## src/eth_pcs_pkg.sv

```systemverilog
// PCS block typedefs, LFSR widths and taps, scrambler, descrambler and PRBS31 step functions.
package eth_pcs_pkg;

    localparam int DATA_W = 64;
    localparam int HDR_W = 2;
    localparam int BLOCK_W = DATA_W + HDR_W;

    // Taps count bit times back from the bit being produced.
    localparam int SCR_TAP_A = 39;
    localparam int SCR_TAP_B = 58;
    localparam int SCR_W = SCR_TAP_B;
    localparam int PRBS_TAP_A = 28;
    localparam int PRBS_TAP_B = 31;
    localparam int PRBS_W = PRBS_TAP_B;

    typedef logic [DATA_W-1:0] pcs_data_t;
    typedef logic [HDR_W-1:0] pcs_hdr_t;
    typedef logic [SCR_W-1:0] scr_state_t;
    typedef logic [PRBS_W-1:0] prbs_state_t;
    typedef logic [15:0] err_count_t;

    // State bit 0 is the most recent line bit, bit k is k+1 bit times back.
    function automatic void scramble_64(
        input  pcs_data_t  din,
        input  scr_state_t state_in,
        output pcs_data_t  dout,
        output scr_state_t state_out
    );
        scr_state_t s;
        s = state_in;
        for (int i = 0; i < DATA_W; i++) begin
            dout[i] = din[i] ^ s[SCR_TAP_A-1] ^ s[SCR_TAP_B-1];
            s = {s[SCR_W-2:0], dout[i]};
        end
        state_out = s;
    endfunction

    // Feeds the received bits into the state, so it recovers after any error burst.
    function automatic void descramble_64(
        input  pcs_data_t  din,
        input  scr_state_t state_in,
        output pcs_data_t  dout,
        output scr_state_t state_out
    );
        scr_state_t s;
        s = state_in;
        for (int i = 0; i < DATA_W; i++) begin
            dout[i] = din[i] ^ s[SCR_TAP_A-1] ^ s[SCR_TAP_B-1];
            s = {s[SCR_W-2:0], din[i]};
        end
        state_out = s;
    endfunction

    function automatic void prbs31_next_66(
        input  prbs_state_t        state_in,
        output logic [BLOCK_W-1:0] bits,
        output prbs_state_t        state_out
    );
        prbs_state_t s;
        s = state_in;
        for (int i = 0; i < BLOCK_W; i++) begin
            bits[i] = s[PRBS_TAP_A-1] ^ s[PRBS_TAP_B-1];
            s = {s[PRBS_W-2:0], bits[i]};
        end
        state_out = s;
    endfunction

endpackage

```

## src/eth_pcs_rx_decoder.sv

```systemverilog
// Receive stage with payload descrambler, PRBS31 checker and saturating block-error counter.
`timescale 1ns/1ps

module eth_pcs_rx_decoder (
    input  logic                    clk,
    input  logic                    reset,
    input  eth_pcs_pkg::pcs_data_t  serdes_rx_data,
    input  eth_pcs_pkg::pcs_hdr_t   serdes_rx_hdr,
    input  logic                    cfg_rx_prbs31_enable,
    output eth_pcs_pkg::pcs_data_t  rx_data,
    output eth_pcs_pkg::pcs_hdr_t   rx_hdr,
    output eth_pcs_pkg::err_count_t rx_prbs_err_count
);

    import eth_pcs_pkg::*;

    scr_state_t descr_state;
    scr_state_t descr_state_next;
    pcs_data_t descr_data;

    prbs_state_t chk_state;
    prbs_state_t chk_state_next;
    logic chk_mismatch;
    logic chk_warm;
    logic chk_err_flag;

    always_comb begin
        descramble_64(serdes_rx_data, descr_state, descr_data, descr_state_next);
    end

    always_ff @(posedge clk) begin
        if (reset) begin
            descr_state <= '1;
            rx_data <= '0;
            rx_hdr <= '0;
        end else begin
            descr_state <= descr_state_next;
            rx_data <= descr_data;
            rx_hdr <= serdes_rx_hdr;
        end
    end

    // Each bit is predicted from the 31 received bits before it.
    // The state is built from line bits, so no seed search is needed.
    always_comb begin : prbs_predict
        logic [BLOCK_W-1:0] rx_bits;
        prbs_state_t s;

        rx_bits = ~{serdes_rx_data, serdes_rx_hdr};
        s = chk_state;
        chk_mismatch = 1'b0;
        for (int i = 0; i < BLOCK_W; i++) begin
            if ((s[PRBS_TAP_A-1] ^ s[PRBS_TAP_B-1]) != rx_bits[i]) begin
                chk_mismatch = 1'b1;
            end
            s = {s[PRBS_W-2:0], rx_bits[i]};
        end
        chk_state_next = s;
    end

    always_ff @(posedge clk) begin
        if (reset) begin
            chk_state <= '1;
            chk_warm <= 1'b0;
            chk_err_flag <= 1'b0;
        end else begin
            if (cfg_rx_prbs31_enable) begin
                chk_state <= chk_state_next;
                chk_warm <= 1'b1;
            end else begin
                chk_warm <= 1'b0;
            end
            // First block after enable only seeds the predictor.
            chk_err_flag <= cfg_rx_prbs31_enable && chk_warm && chk_mismatch;
        end
    end

    always_ff @(posedge clk) begin
        if (reset) begin
            rx_prbs_err_count <= '0;
        end else if (chk_err_flag && (rx_prbs_err_count != '1)) begin
            rx_prbs_err_count <= rx_prbs_err_count + 1'b1;
        end
    end

    assert property (@(posedge clk) disable iff (reset)
        !reset |=> (rx_prbs_err_count >= $past(rx_prbs_err_count)))
    else $error("rx decoder: error count went down to %0d", rx_prbs_err_count);

endmodule

```

## src/eth_pcs_top.sv

```systemverilog
// PCS top level with transmit encoder, line pipeline and receive decoder.
`timescale 1ns/1ps

module eth_pcs_top #(
    parameter int LINE_PIPE_DEPTH = 2
) (
    input  logic                    clk,
    input  logic                    reset,

    // Transmit block interface.
    input  eth_pcs_pkg::pcs_data_t  tx_data,
    input  eth_pcs_pkg::pcs_hdr_t   tx_hdr,
    input  logic                    cfg_tx_prbs31_enable,

    // SERDES transmit side.
    output eth_pcs_pkg::pcs_data_t  serdes_tx_data,
    output eth_pcs_pkg::pcs_hdr_t   serdes_tx_hdr,

    // SERDES receive side.
    input  eth_pcs_pkg::pcs_data_t  serdes_rx_data,
    input  eth_pcs_pkg::pcs_hdr_t   serdes_rx_hdr,
    input  logic                    cfg_rx_prbs31_enable,

    // Receive block interface and test-pattern status.
    output eth_pcs_pkg::pcs_data_t  rx_data,
    output eth_pcs_pkg::pcs_hdr_t   rx_hdr,
    output eth_pcs_pkg::err_count_t rx_prbs_err_count
);

    import eth_pcs_pkg::*;

    pcs_data_t enc_data;
    pcs_hdr_t enc_hdr;

    eth_pcs_tx_encoder u_tx_encoder (
        .clk                  (clk),
        .reset                (reset),
        .tx_data              (tx_data),
        .tx_hdr               (tx_hdr),
        .cfg_tx_prbs31_enable (cfg_tx_prbs31_enable),
        .enc_data             (enc_data),
        .enc_hdr              (enc_hdr)
    );

    // Extra register stages ease timing into the SERDES.
    eth_pcs_tx_line_pipe #(
        .LINE_PIPE_DEPTH (LINE_PIPE_DEPTH)
    ) u_tx_line_pipe (
        .clk      (clk),
        .reset    (reset),
        .in_data  (enc_data),
        .in_hdr   (enc_hdr),
        .out_data (serdes_tx_data),
        .out_hdr  (serdes_tx_hdr)
    );

    eth_pcs_rx_decoder u_rx_decoder (
        .clk                  (clk),
        .reset                (reset),
        .serdes_rx_data       (serdes_rx_data),
        .serdes_rx_hdr        (serdes_rx_hdr),
        .cfg_rx_prbs31_enable (cfg_rx_prbs31_enable),
        .rx_data              (rx_data),
        .rx_hdr               (rx_hdr),
        .rx_prbs_err_count    (rx_prbs_err_count)
    );

endmodule

```

## src/eth_pcs_tx_encoder.sv

```systemverilog
// Transmit stage with payload scrambler, PRBS31 test-pattern generator and block register.
`timescale 1ns/1ps

module eth_pcs_tx_encoder (
    input  logic                   clk,
    input  logic                   reset,
    input  eth_pcs_pkg::pcs_data_t tx_data,
    input  eth_pcs_pkg::pcs_hdr_t  tx_hdr,
    input  logic                   cfg_tx_prbs31_enable,
    output eth_pcs_pkg::pcs_data_t enc_data,
    output eth_pcs_pkg::pcs_hdr_t  enc_hdr
);

    import eth_pcs_pkg::*;

    scr_state_t scr_state;
    scr_state_t scr_state_next;
    pcs_data_t scr_data;

    prbs_state_t prbs_state;
    prbs_state_t prbs_state_next;
    logic [BLOCK_W-1:0] prbs_bits;

    logic hdr_valid;

    always_comb begin
        scramble_64(tx_data, scr_state, scr_data, scr_state_next);
    end

    // 66 pattern bits per block, header first on the line.
    always_comb begin
        prbs31_next_66(prbs_state, prbs_bits, prbs_state_next);
    end

    always_ff @(posedge clk) begin
        if (reset) begin
            scr_state <= '1;
            prbs_state <= '1;
            enc_data <= '0;
            enc_hdr <= '0;
        end else if (cfg_tx_prbs31_enable) begin
            // Scrambler state holds while the test pattern is sent.
            prbs_state <= prbs_state_next;
            enc_data <= ~prbs_bits[BLOCK_W-1:HDR_W];
            enc_hdr <= ~prbs_bits[HDR_W-1:0];
        end else begin
            scr_state <= scr_state_next;
            enc_data <= scr_data;
            enc_hdr <= tx_hdr;
        end
    end

    // Data (01) and control (10) are the only legal sync headers.
    assign hdr_valid = (tx_hdr == 2'b01) || (tx_hdr == 2'b10);

    // A legal header taken in normal mode shows up legal on the next cycle.
    assert property (@(posedge clk) disable iff (reset)
        (!cfg_tx_prbs31_enable && hdr_valid) |=> (enc_hdr == 2'b01 || enc_hdr == 2'b10))
    else $error("tx encoder: illegal sync header %b after legal input", enc_hdr);

endmodule

```

## src/eth_pcs_tx_line_pipe.sv

```systemverilog
// Register pipeline of configurable depth between the transmit encoder and the SERDES.
`timescale 1ns/1ps

module eth_pcs_tx_line_pipe #(
    parameter int LINE_PIPE_DEPTH = 2
) (
    input  logic                   clk,
    input  logic                   reset,
    input  eth_pcs_pkg::pcs_data_t in_data,
    input  eth_pcs_pkg::pcs_hdr_t  in_hdr,
    output eth_pcs_pkg::pcs_data_t out_data,
    output eth_pcs_pkg::pcs_hdr_t  out_hdr
);

    import eth_pcs_pkg::*;

    if (LINE_PIPE_DEPTH < 0 || LINE_PIPE_DEPTH > 4) begin : g_bad_depth
        $error("LINE_PIPE_DEPTH must be in the range 0 to 4");
    end

    if (LINE_PIPE_DEPTH == 0) begin : g_wire
        assign out_data = in_data;
        assign out_hdr = in_hdr;
    end else begin : g_regs
        // Bit n is set once stage n holds a block taken after reset.
        logic [LINE_PIPE_DEPTH-1:0] fill_q;

        for (genvar n = 0; n < LINE_PIPE_DEPTH; n++) begin : g_stage
            pcs_data_t data_d;
            pcs_hdr_t hdr_d;
            pcs_data_t data_q;
            pcs_hdr_t hdr_q;

            if (n == 0) begin : g_src
                assign data_d = in_data;
                assign hdr_d = in_hdr;
            end else begin : g_src
                assign data_d = g_stage[n-1].data_q;
                assign hdr_d = g_stage[n-1].hdr_q;
            end

            always_ff @(posedge clk) begin
                if (reset) begin
                    data_q <= '0;
                    hdr_q <= '0;
                end else begin
                    data_q <= data_d;
                    hdr_q <= hdr_d;
                end
            end
        end

        assign out_data = g_stage[LINE_PIPE_DEPTH-1].data_q;
        assign out_hdr = g_stage[LINE_PIPE_DEPTH-1].hdr_q;

        always_ff @(posedge clk) begin
            if (reset) begin
                fill_q <= '0;
            end else begin
                fill_q <= (fill_q << 1) | 1'b1;
            end
        end

        assert property (@(posedge clk) disable iff (reset)
            fill_q[LINE_PIPE_DEPTH-1] |-> (out_hdr == $past(in_hdr, LINE_PIPE_DEPTH)))
        else $error("line pipe: header out of step with input delayed by %0d",
                    LINE_PIPE_DEPTH);
    end

endmodule

```

## config.mk

```make
export PLATFORM = sky130hd
export DESIGN_NAME = eth_pcs_top
export DESIGN_NICKNAME = d
export VERILOG_FILES = /design/src/eth_pcs_pkg.sv /design/src/eth_pcs_rx_decoder.sv /design/src/eth_pcs_top.sv /design/src/eth_pcs_tx_encoder.sv /design/src/eth_pcs_tx_line_pipe.sv
export SDC_FILE = /design/constraint.sdc
export NUM_CORES = 1
export LEC_CHECK = 0
export ABC_AREA = 0
export BUFFER_PORTS_ARGS = -buffer_cell sky130_fd_sc_hd__buf_2
export CORE_UTILIZATION = 45
export DETAILED_ROUTE_END_ITERATION = 12
export GPL_TIMING_DRIVEN = 0
export PLACE_DENSITY = 0.63
export SLEW_MARGIN = 20
export SYNTH_ARGS = -nofsm -noshare
export SYNTH_HDL_FRONTEND = slang
export SYNTH_HIERARCHICAL = 1
export SYNTH_SLANG_ARGS = --single-unit
export TNS_END_PERCENT = 20
```

## constraint.sdc

```tcl
create_clock -name clk -period 2.45 [get_ports clk]
set_input_delay 0.245 -clock clk [delete_from_list [all_inputs] [get_ports clk]]
set_output_delay 0.245 -clock clk [all_outputs]
set_load 0.005 [all_outputs]
```

-- After elaboration in Yosys (flattened, before gate mapping)
Cells that the tools add are included.
- register bits: 460
- bits in latches: 0
- RAM bits: 0
- memory bits (read-only): 0
- logic and storage cells: 546
- memories: 0
- add/subtract/negate cells: 1
- multipliers: 0
- div/mod/pow operators: 0
- $lt $le $gt $ge: 0
- equality and inequality tests: 67
- shift-type cells: 0
- muxes and demuxes: 69
- bitwise logic cells: 391
- reduce and logical (&&, ||, !) cells: 3
- operators with widths (operator ; count):
    1-bit bitwise XOR ; 388
    1-bit two-way mux ; 67
    1-bit != test ; 66
    66-bit NOT ; 1
    64-bit two-way mux ; 1
    64-bit NOT ; 1
    16-bit by 1-bit adder with 16-bit output (second input constant) ; 1
    16-bit != test (second input constant) ; 1
    1-bit logical AND ; 3
    2-bit two-way mux ; 1
    2-bit NOT ; 1

-- Depth between registers and ports, before layout
Gate-level depths: netlist of run 1.
- depth after elaboration: 69
- gate-level depth with buffers: 7
- gate-level depth less buffers: 6

-- Cells and area by module
The synthesis of run 1 kept the hierarchy.
- by module, submodules not included (module ; instances ; cells each ; area an instance (um^2) ; sequential area each (um^2)):
    eth_pcs_rx_decoder ; 1 ; 797 ; 7602.3 ; 3463.3
    eth_pcs_tx_encoder ; 1 ; 762 ; 7148.1 ; 3103.0
    eth_pcs_tx_line_pipe ; 1 ; 278 ; 3558.4 ; 2642.5

-- Worst setup path after synthesis of run 1
OpenSTA, ideal clock, no wires.
- path kind: input -> register
- from: input serdes_rx_data[28]
- to: register u_rx_decoder.chk_err_flag
- setup time: 0.127 ns
- arrival: 1.914 ns
- required time: 2.323 ns
- setup slack: 0.409 ns
- stages: 7
- path buffers: 1
- cells stage by stage: buf_4 > xor2_2 > xnor2_1 > or4_1 > or4_1 > nor4_1 > a21oi_1
- cells in the longest elaborated chain, start to end: 39
- elaborated cells on any way between the ends: 43
- classes of those cells: eq/ne (3); mux (36); bitwise (3); reduce/logical (1)
- ends and longest elaborated chain (item ; line ; text):
    from (decl) ; eth_pcs_top.sv:20 ; input eth_pcs_pkg::pcs_data_t serdes_rx_data,
    66-bit NOT (*) ; eth_pcs_rx_decoder.sv:49 ; rx_bits = ~{serdes_rx_data, serdes_rx_hdr};
    1-bit != test ; eth_pcs_rx_decoder.sv:53 ; if ((s[PRBS_TAP_A-1] ^ s[PRBS_TAP_B-1]) != rx_bits[i]) begin
    1-bit two-way mux (31 in a row) ; eth_pcs_rx_decoder.sv:53 ;
    1-bit two-way mux (*) (5 in a row) ; eth_pcs_rx_decoder.sv:53 ;
    1-bit logical AND (*) ; eth_pcs_rx_decoder.sv:74 ; chk_err_flag <= cfg_rx_prbs31_enable && chk_warm && chk_mismatch;
    to (signal assigned) ; eth_pcs_rx_decoder.sv:74 ;
    to (decl) ; eth_pcs_rx_decoder.sv:25 ; logic chk_err_flag;
Mark *: on every way between the ends. The rest lies on a longest branch, timed or not.
A chain may end at the register's enable or synchronous reset.

-- Final worst setup path of run 1
- from: register u_rx_decoder.chk_state[11]
- to: register u_rx_decoder.chk_err_flag
- cells in the longest elaborated chain, start to end: 53
- elaborated cells on any way between the ends: 55
- classes of those cells: eq/ne (2); mux (50); bitwise (2); reduce/logical (1)
- ends and longest elaborated chain (item ; line ; text):
    from (decl) ; eth_pcs_rx_decoder.sv:21 ; prbs_state_t chk_state;
    from (signal assigned) ; eth_pcs_rx_decoder.sv:68 ; chk_state <= chk_state_next;
    1-bit bitwise XOR ; eth_pcs_rx_decoder.sv:53 ;
    1-bit != test ; eth_pcs_rx_decoder.sv:53 ;
    1-bit two-way mux (3 in a row) ; eth_pcs_rx_decoder.sv:53 ;
    1-bit two-way mux (*) (47 in a row) ; eth_pcs_rx_decoder.sv:53 ;
    1-bit logical AND (*) ; eth_pcs_rx_decoder.sv:74 ;
Marked as above.

==> tab_implementation.tex, run 1 <==
\begin{tabular}{lr}
\hline
Metric & Value \\
\hline
\multicolumn{2}{l}{\textbf{Floorplanning}} \\
\quad Top-level I/O count & 284 \\
\quad Area of the core & 0.03991 mm2 \\
\quad Die Height & between 200 and 250 um \\
\quad Initial Util & 0.4587 \\
\quad Full die area & 0.04150 mm2 \\
\quad Row Count & 73 \\
\quad Width of the die & approximately 200 um \\
\multicolumn{2}{l}{\textbf{Critical path}} \\
\quad Data arrival time of the worst path & around 2800 ps \\
\quad CP max stage cell & or4\_1 \\
\quad Setup crit start kind & register \\
\quad Critical path cell sequence & xor2\_1 -> xnor2\_1 -> or4\_1 -> or4\_1 -> nor4\_1 -> a21oi\_1 \\
\quad Class of the most critical setup path & register to register \\
\quad Crit path required time & 2860 ps \\
\quad CP Buf/Inv Count & 0 \\
\quad Cell with the most instances on the worst path & or4\_1 \\
\quad Kind of end point of the critical path & register \\
\quad Delay of the slowest cell on the worst path & 540 ps \\
\quad Largest delay contributor family on the critical path & simple AND/OR/NAND/NOR gates \\
\quad Crit path max fanout & 3 \\
\multicolumn{2}{l}{\textbf{Timing}} \\
\quad Worst hold slack after final layout & 21.93 ps \\
\quad Final critical-path required period & $\sim$2300 ps \\
\quad Rel. slew slack & 0.5091 \\
\quad Max Clock Freq & around 0.43 GHz \\
\quad Final setup violation count & 0 \\
\quad Fin. max-slew vios & 0 \\
\quad Setup repair after global routing missed its margin & false \\
\quad Worst-margin pin slew & between 700 and 800 ps \\
\quad Final worst clock skew & 15.58 ps \\
\quad Count of endpoints failing hold in the final timing report & 0 \\
\quad Share of the clock period used by the worst path & 0.9528 \\
\multicolumn{2}{l}{\textbf{Routing}} \\
\quad Number of DRC violations after detailed routing & 0 \\
\quad Number of nets with antenna violations after detailed routing & 0 \\
\quad Via density per instance & 4.991 \\
\quad Starting DRT DRC Count & 931 \\
\quad Overall via count from detail\_route & 13560 \\
\quad Aggregate routed wire length & 56.41 mm \\
\quad Number of detailed-routing iterations run before antenna repair & 5 \\
\quad Wirelength per Cell & 20.77 um \\
\multicolumn{2}{l}{\textbf{Placed design}} \\
\quad Weighted congestion at the end of routability-driven global placement & 0.9366 \\
\quad I/O Buffers & 246 \\
\quad HPWL reported at the end of detailed placement & 43.07 mm \\
\multicolumn{2}{l}{\textbf{Clock network}} \\
\quad TritonCTS Sinks & 460 \\
\quad Buffers inserted by post-CTS timing repair & 0 \\
\quad Number of cells upsized or downsized after cts & 0 \\
\quad Clock latency on the worst-skew pair & 580 ps \\
\quad Clk pin slew, worst setup/hold paths & 60 ps \\
\quad Buffer levels on the longest clock path & 3 \\
\quad Number of H-tree levels & 2 \\
\quad Inserted Clock Buffers & 48 \\
\quad Post-CTS Hold Buffers & 24 \\
\quad Clock root cell & clkbuf\_16 \\
\quad CTS tree & yes \\
\multicolumn{2}{l}{\textbf{Yosys}} \\
\quad Register bit count reported by yosys & 460 \\
\quad Number of warnings printed during yosys synthesis & 6 \\
\quad Commonest register cell after synthesis & dfxtp\_1 \\
\quad Number of enable flip-flop cells after synthesis & 0 \\
\quad Net count of the mapped netlist & approximately 2000 \\
\quad Top cell types by occurrence after synthesis & dfxtp\_1 (460), xnor2\_1 (264), nor2b\_1 (137), nor2\_1 (131), xor2\_1 (124) \\
\quad Sequential area share after synthesis & 0.5030 \\
\quad Most instantiated library cell after synthesis & dfxtp\_1 \\
\quad Library cell occupying the most area in the post-synthesis netlist & dfxtp\_1 \\
\quad Mean post-synth cell area & 9.967 um2 \\
\quad Synthesized area & approximately 0.018 mm2 \\
\quad Area contributors post-synth & dfxtp\_1 (50\%), xnor2\_1 (13\%), xor2\_1 (5.9\%) \\
\quad Number of instances in the synthesized netlist & 1837 \\
\quad Number of distinct library cells after synthesis & 46 \\
\quad Synth top area share & 0.5030 \\
\quad Share of synthesized registers carrying an async set or reset & 0 \\
\multicolumn{2}{l}{\textbf{Cells and area}} \\
\quad Growth of design area from synthesis to finish & 20.34\% \\
\quad Post-layout net count & 2294 \\
\quad Filler instances & 3685 \\
\quad Ratio of cells with drive above 1 in the final layout & 0.2046 \\
\multicolumn{2}{l}{\textbf{Run status}} \\
\quad Outcome & complete, no violations \\
\multicolumn{2}{l}{\textbf{GRT}} \\
\quad Global-route wire length before repair & roughly 82 mm \\
\quad All-Layer GR Usage & 0.2710 \\
\quad Largest net degree at the start of global routing & 14 \\
\quad Total gr overflow & 0 \\
\quad Number of antenna violations at the first check in global routing & 2 \\
\quad Number of global-route vias before repair & 13380 \\
\multicolumn{2}{l}{\textbf{Power}} \\
\quad Total leakage power & 0.009346 uW \\
\quad Maximum vdd drop & about 0.56 mV \\
\quad Power per cell area & 889.0 mW/mm2 \\
\quad Total chip power & 19590 uW \\
\multicolumn{2}{l}{\textbf{Min path}} \\
\quad Tightest Hold Check Type & primary input to register \\
\multicolumn{2}{l}{\textbf{Job}} \\
\quad Max Cap Viol & 0 \\
\hline
\end{tabular}
-- layer usage --
metal	vias up	track usage	share of wire
met5	-	0	0.00021
met3	112	0.04538	0.072
met2	559	0.4380	0.45
met1	6419	0.3570	0.43
li1	6463	-	-
met4	2	0.1144	0.038
-- path summary, 6_finish.rpt --
path / endpoint / depth (start not counted) / slack [ps] / startpoint
setup / recovery: u_rx_decoder/chk_err_flag$_SDFF_PP0_ / 6 / 120 / u_rx_decoder/chk_state[11]$_SDFFE_PP1P_
setup reg to reg: u_rx_decoder/chk_err_flag$_SDFF_PP0_ / 6 / 120 / u_rx_decoder/chk_state[11]$_SDFFE_PP1P_
hold reg to reg: u_tx_line_pipe/g_regs.g_stage[0].data_q[28]$_SDFF_PP0_ / 1 / 430 / u_tx_encoder/enc_data[28]$_SDFF_PP0_
hold / removal: u_rx_decoder/descr_state[3]$_SDFF_PP1_ / 2 / 20 / serdes_rx_data[60]
-- sequential cells by signal (all words and copies together) (netlist names), 16 cells and up --
signal,count
u_rx_decoder/rx_data,64
u_tx_encoder/enc_data,64
u_tx_line_pipe/g_regs.g_stage.data_q,64
u_tx_line_pipe/out_data,64
u_rx_decoder/descr_state,58
u_tx_encoder/scr_state,58
u_rx_decoder/chk_state,31
u_tx_encoder/prbs_state,31
u_rx_decoder/rx_prbs_err_count,16
-- cell usage in the layout, fill, tap and decap left out, types with 4 or more instances in the layout --
cell type	instances
nand2_1	117
nand4_1	13
xnor3_1	24
and3_1	7
dfxtp_1	460
bufinv_16	5
nand2b_1	51
dlygate4sd3_1	24
a21boi_0	6
or2_2	71
inv_1	8
clkbuf_16	49
buf_2	273
nor2_1	131
a21oi_1	87
nor3_1	4
o21ai_0	85
a211o_1	11
clkbuf_8	8
buf_1	5
nor2b_1	137
buf_4	12
nand3_1	15
mux2i_1	5
clkbuf_1	107
nor4_1	7
clkinv_2	7
xor2_1	124
xnor2_1	264
xnor2_2	9
a211o_2	4
a21o_1	6
o21a_1	19
-- worst reg2reg max path: cells and delay by family, from the launching register on --
family	cells	cell delay, ps
simple gates	3	1340
flops	1	340
xor+xnor	2	300
compound gates	1	210
-- per-stage QoR --
step / area [um2] / std cells / utilization / setup WS (ps) / setup TNS, ps
after floorplan: 18310 / 1837 / - / 409.3 / 0
after global placement: 20200 / 2608 / 0.5060 / -139.2 / -139.2
after detailed placement: 20200 / 2608 / 0.5060 / -133.3 / -133.3
after CTS: 22030 / 2715 / 0.5520 / 88.45 / 0
after global routing: 22030 / 2715 / 0.5520 / 17.80 / 0
final: 22030 / 2716 / 0.5520 / 115.7 / 0
-- kinds of logic (layout without fill, tap and decap cells) --
family	count (synthesis)	after routing	share of synthesized area
AOI/OAI and AO/OA	233	233	0.07374
xor gates and xnor gates	422	422	0.2240
adders and majority gates	1	1	0.0006833
buffers and inverters	152	505	0.03670
DFF	460	460	0.5030
muxes	6	6	0.003349
other	0	1	0
and+or+nand+nor	563	563	0.1585
-- cell type report --
| class | count | area (um2) | area share |
|---|---|---|---|
| Clock buffer | 67 | 1374 | 0.06235 |
| Buffer | 144 | 641.9 | 0.02913 |
| Sequential cell | 460 | 9209 | 0.4179 |
| Timing Repair Buffer | 270 | 1471 | 0.06678 |
| Antenna cell | 1 | 2.502 | 0.0001136 |
| Clock inverter | 16 | 220.2 | 0.009994 |
| Inverter | 8 | 30.03 | 0.001363 |
| Multi-Input combinational cell | 1225 | 8428 | 0.3825 |
| Tap cell | 525 | 656.9 | 0.02981 |
-- report_power, final --
part	switching (uW)	leakage [uW]	internal, uW
clock	2940	0.000789	4430
combinational	2030	0.00475	1630
sequential	358	0.00381	8200
Power figures use the tool's default switching activity.
==> run 2, diff against run 1 <==
Settings changed: CORE_MARGIN from default to 1, REMOVE_ABC_BUFFERS from default to 1, SYNTH_HIERARCHICAL 1 to default.
==> run 2 against run 1 <==
Effect of this change: flip-flop and latch count unchanged; count of clock-buffer cells in the layout up 6; cell count down 3.2%; die area down 1.7%; first-iteration DRC count down 12%; via count down 6.6%; clock power about the same; sequential power up 2%; sequential share of layout area up 0.91 points; critical path type is now primary input to register; largest cell class unchanged; highest routed layer unchanged.
==> tab_implementation.tex, run 2 <==
\begin{tabular}{lr}
\hline
Metric & Value \\
\hline
\multicolumn{2}{l}{\textbf{Floorplanning}} \\
\quad Die Height & 201.9 um (was 203.7 um) \\
\quad Width of the die & 201.9 um (was 203.7 um) \\
\quad Area of the core & 0.03901 mm2 (was 0.03991 mm2) \\
\quad Initial Util & 0.4611 (was 0.4587) \\
\quad Top-level I/O count & 284 (unchanged) \\
\quad Row Count & 72 (was 73) \\
\quad Full die area & 0.04078 mm2 (was 0.04150 mm2) \\
\multicolumn{2}{l}{\textbf{Routing}} \\
\quad Via density per instance & 4.816 (was 4.991) \\
\quad Number of detailed-routing iterations run before antenna repair & 5 (unchanged) \\
\quad Number of DRC violations after detailed routing & 0 (unchanged) \\
\quad Aggregate routed wire length & 44.95 mm (was 56.41 mm) \\
\quad Starting DRT DRC Count & 818 (was 931) \\
\quad Wirelength per Cell & 17.11 um (was 20.77 um) \\
\quad Overall via count from detail\_route & 12660 (was 13560) \\
\quad Number of nets with antenna violations after detailed routing & 0 (unchanged) \\
\multicolumn{2}{l}{\textbf{Critical path}} \\
\quad Minimum setup slack among reg-to-reg paths & 150 ps (was 120 ps) \\
\quad CP max stage cell & dlygate4sd3\_1 (was or4\_1) \\
\quad Kind of end point of the critical path & register (unchanged) \\
\quad Worst reg2reg path startpoint & u\_rx\_decoder.chk\_state[5]\$\_SDFFE\_PP1P\_ (was u\_rx\_decoder/chk\_state[11]\$\_SDFFE\_PP1P\_) \\
\quad Largest delay contributor family on the critical path & simple AND/OR/NAND/NOR gates (unchanged) \\
\quad Setup crit start kind & primary input (was register) \\
\quad Delay of the slowest cell on the worst path & 540 ps (about the same) \\
\quad Critical path cell sequence & dlygate4sd3\_1 -> buf\_2 -> xor2\_1 -> or3\_1 -> a211o\_1 -> nor4\_1 -> o2111ai\_1 -> o211a\_1 (was xor2\_1 -> xnor2\_1 -> or4\_1 -> or4\_1 -> nor4\_1 -> a21oi\_1) \\
\quad Crit path required time & 2890 ps (was 2860 ps) \\
\quad R2R depth & 6 (unchanged) \\
\quad Critical path depth in cells & 8 (was 6) \\
\quad Data arrival time of the worst path & 2770 ps (was 2750 ps) \\
\quad CP Buf/Inv Count & 2 (was 0) \\
\quad Class of the most critical setup path & primary input to register (was register to register) \\
\quad R2R Path End & u\_rx\_decoder.chk\_err\_flag\$\_SDFF\_PP0\_ (was u\_rx\_decoder/chk\_err\_flag\$\_SDFF\_PP0\_) \\
\quad Crit path max fanout & 4 (was 3) \\
\multicolumn{2}{l}{\textbf{Timing}} \\
\quad Final critical-path required period & 2331 ps (was 2334 ps) \\
\quad Total negative slack for setup checks & 0 ps (unchanged) \\
\quad Share of the clock period used by the worst path & 0.9514 (was 0.9528) \\
\quad Max Clock Freq & 0.4290 GHz (was 0.4284 GHz) \\
\quad Rel. slew slack & 0.3683 (was 0.5091) \\
\quad Worst-margin pin slew & 947.6 ps (was 736.4 ps) \\
\quad Final setup violation count & 0 (unchanged) \\
\quad Fin. max-slew vios & 0 (unchanged) \\
\quad Setup repair after global routing missed its margin & false (unchanged) \\
\quad Final worst clock skew & 18.88 ps (was 15.58 ps) \\
\quad Count of endpoints failing hold in the final timing report & 0 (unchanged) \\
\quad Worst hold slack after final layout & 29.29 ps (was 21.93 ps) \\
\multicolumn{2}{l}{\textbf{Yosys}} \\
\quad Register bit count reported by yosys & 460 (unchanged) \\
\quad Most instantiated library cell after synthesis & dfxtp\_1 (unchanged) \\
\quad Share of synthesized registers carrying an async set or reset & 0 (unchanged) \\
\quad Area contributors post-synth & dfxtp\_1 (51\%), xnor2\_1 (13\%), xor2\_1 (7.2\%) (was dfxtp\_1 (50\%), xnor2\_1 (13\%), xor2\_1 (5.9\%)) \\
\quad Synth top area share & 0.5120 (was 0.5030) \\
\quad Mean post-synth cell area & 9.754 um2 (was 9.967 um2) \\
\quad Number of distinct library cells after synthesis & 48 (was 46) \\
\quad Commonest register cell after synthesis & dfxtp\_1 (unchanged) \\
\quad Library cell occupying the most area in the post-synthesis netlist & dfxtp\_1 (unchanged) \\
\quad Number of enable flip-flop cells after synthesis & 0 (unchanged) \\
\quad Sequential area share after synthesis & 0.5120 (was 0.5030) \\
\quad Number of instances in the synthesized netlist & 1844 (was 1837) \\
\quad Top cell types by occurrence after synthesis & dfxtp\_1 (460), xnor2\_1 (275), nor2\_1 (169), xor2\_1 (148), nor2b\_1 (137) (was dfxtp\_1 (460), xnor2\_1 (264), nor2b\_1 (137), nor2\_1 (131), xor2\_1 (124)) \\
\quad Number of warnings printed during yosys synthesis & 0 (was 6) \\
\quad Synthesized area & 0.01799 mm2 (was 0.01831 mm2) \\
\multicolumn{2}{l}{\textbf{Clock network}} \\
\quad TritonCTS Sinks & 460 (unchanged) \\
\quad Clock root cell & clkbuf\_16 (unchanged) \\
\quad Buffer levels on the longest clock path & 3 (unchanged) \\
\quad Inserted Clock Buffers & 47 (was 48) \\
\quad Number of H-tree levels & 2 (unchanged) \\
\quad Buffers inserted by post-CTS timing repair & 0 (unchanged) \\
\quad Clk pin slew, worst setup/hold paths & 60 ps (about the same) \\
\quad CTS tree & yes (unchanged) \\
\quad Clock latency on the worst-skew pair & 580 ps (about the same) \\
\multicolumn{2}{l}{\textbf{Power}} \\
\quad Fraction of power spent switching nets & 0.2637 (was 0.2724) \\
\quad Logic pwr share & 0.170 (was 0.187) \\
\quad Cell Int Power & 14260 uW (was 14250 uW) \\
\quad Portion of total power attributed to sequential cells & 0.449 (was 0.437) \\
\quad Power per cell area & 898.3 mW/mm2 (was 889.0 mW/mm2) \\
\quad Total leakage power & 0.008922 uW (was 0.009346 uW) \\
\quad Sw power & 5107 uW (was 5335 uW) \\
\quad Clock Power Share & 0.381 (was 0.376) \\
\quad Maximum vdd drop & 0.5798 mV (was 0.5612 mV) \\
\multicolumn{2}{l}{\textbf{GRT}} \\
\quad Number of global-route vias before repair & 12050 (was 13380) \\
\quad All-Layer GR Usage & 0.2203 (was 0.2710) \\
\quad Number of antenna violations at the first check in global routing & 1 (was 2) \\
\quad Total gr overflow & 0 (unchanged) \\
\quad Largest net degree at the start of global routing & 149 (was 14) \\
\quad Global-route wire length before repair & 69.06 mm (was 82.32 mm) \\
\multicolumn{2}{l}{\textbf{Min path}} \\
\quad Min-Delay Startpoint & serdes\_rx\_data[31] (was serdes\_rx\_data[60]) \\
\quad Number of instances on the worst hold path & 2 (unchanged) \\
\quad Tightest Hold Check Type & primary input to register (unchanged) \\
\quad Destination of the worst hold path & u\_rx\_decoder.descr\_state[32]\$\_SDFF\_PP1\_ (was u\_rx\_decoder/descr\_state[3]\$\_SDFF\_PP1\_) \\
\multicolumn{2}{l}{\textbf{Cells and area}} \\
\quad Number of antenna cells inserted & 0 (was 1) \\
\quad Post-layout net count & 2209 (was 2294) \\
\quad Growth of design area from synthesis to finish & 19.88\% (was 20.34\%) \\
\quad Filler instances & 3479 (was 3685) \\
\quad Final core utilization & 0.5528 (was 0.5520) \\
\quad Most common library cell in the layout ignoring fill and taps & dfxtp\_1 (unchanged) \\
\quad Top library cells by usage in the layout, fill and taps aside & dfxtp\_1 (460), buf\_2 (281), xnor2\_1 (275) (was dfxtp\_1 (460), buf\_2 (273), xnor2\_1 (264)) \\
\quad Layout Cells excl Fill & 2628 (was 2716) \\
\quad Ratio of cells with drive above 1 in the final layout & 0.2062 (was 0.2046) \\
\multicolumn{2}{l}{\textbf{Run status}} \\
\quad Outcome & complete, no violations (unchanged) \\
\multicolumn{2}{l}{\textbf{Placed design}} \\
\quad HPWL reported at the end of detailed placement & 32.05 mm (was 43.07 mm) \\
\quad Weighted congestion at the end of routability-driven global placement & 0.8832 (was 0.9366) \\
\quad I/O Buffers & 283 (was 246) \\
\quad DP Cell Count & 2505 (was 2608) \\
\multicolumn{2}{l}{\textbf{Job}} \\
\quad Max Cap Viol & 0 (unchanged) \\
\hline
\end{tabular}
## run 2: cell types whose count changed after synthesis, sizes merged, moves of 7 or more
cell,change
nand2,-42
nor2,+38
xnor3,-24
xor2,+24
a21oi,-18
buf,-15
clkbuf,+15
a211o,+13
nand2b,+13
or2,-9
nor3,+7
## run 2: kinds of logic (layout without fill, tap and decap cells)
| kind of cell | count (synthesis) | count (layout) | synth area share |
|---|---|---|---|
| AOI/OAI and AO/OA | 236 | 236 | 0.07965 |
| xor gates and xnor gates | 424 | 424 | 0.2069 |
| adders and majority gates | 1 | 1 | 0.0006955 |
| buffers and inverters | 147 | 413 | 0.03339 |
| DFF | 460 | 460 | 0.5120 |
| muxes | 7 | 7 | 0.003965 |
| and+or+nand+nor | 569 | 569 | 0.1635 |
## run 2: power groups by stage
| stage | clock [uW] | sequential (uW) | combinational (uW) |
|---|---|---|---|
| global placement | 0 | 8850 | 3280 |
| global route | 7870 | 8770 | 3640 |
| CTS | 7540 | 8690 | 3320 |
| floorplan | 0 | 8750 | 2090 |
| detailed placement | 0 | 8850 | 3250 |
| finish | 7380 | 8690 | 3290 |
## run 2: timing repair
item	4_1_cts	5_1_grt
gates resized for setup	0	0
hold buffers	36	0
hold endpoints to repair	47	0
endpoints found under the setup margin	0	0
## run 2: area by class of cell
cell class	instances	area, um2	area share
multi-input cells	1237	8178	0.3792
clock inverters	14	173.9	0.008065
flip-flops and latches	460	9209	0.4271
repair buffers	323	1907	0.08843
clock buffers	73	1436	0.06661
inverters	3	11.26	0.0005222
well taps	518	648.1	0.03006
## run 2: metrics by stage
stage          power (uW)  setup slack (ps)  area [um2]
6_report            19370             119.0       21560
5_1_grt             20280             47.80       21560
4_1_cts             19550             183.5       21560
3_5_place_dp        12100             95.33       19590
3_3_place_gp        12120             -3943       19460
2_1_floorplan       10850             605.9       17400
## run 2: routing by layer
metal | track usage | vias to the layer above | part of all wire
met5 | 0 | - | 0.00029
met4 | 0.07738 | 2 | 0.025
met3 | 0.03805 | 73 | 0.053
met2 | 0.3540 | 343 | 0.46
met1 | 0.2973 | 5930 | 0.47
li1 | - | 6309 | -
## run 2: worst max path at each step
| stage | from | to | slack [ps] |
|---|---|---|---|
| 2_1_floorplan | u_rx_decoder.chk_state[19]$_SDFFE_PP1P_ | u_rx_decoder.chk_err_flag$_SDFF_PP0_ | 610 |
| 3_3_place_gp | reset | u_tx_encoder.enc_data[55]$_SDFF_PP0_ | -3940 |
| 3_5_place_dp | serdes_rx_data[23] | u_rx_decoder.chk_err_flag$_SDFF_PP0_ | 100 |
| 4_1_cts | u_rx_decoder.chk_state[5]$_SDFFE_PP1P_ | u_rx_decoder.chk_err_flag$_SDFF_PP0_ | 180 |
| 5_1_grt | u_rx_decoder.chk_state[5]$_SDFFE_PP1P_ | u_rx_decoder.chk_err_flag$_SDFF_PP0_ | 50 |
| 6_report | serdes_rx_hdr[0] | u_rx_decoder.chk_err_flag$_SDFF_PP0_ | 120 |
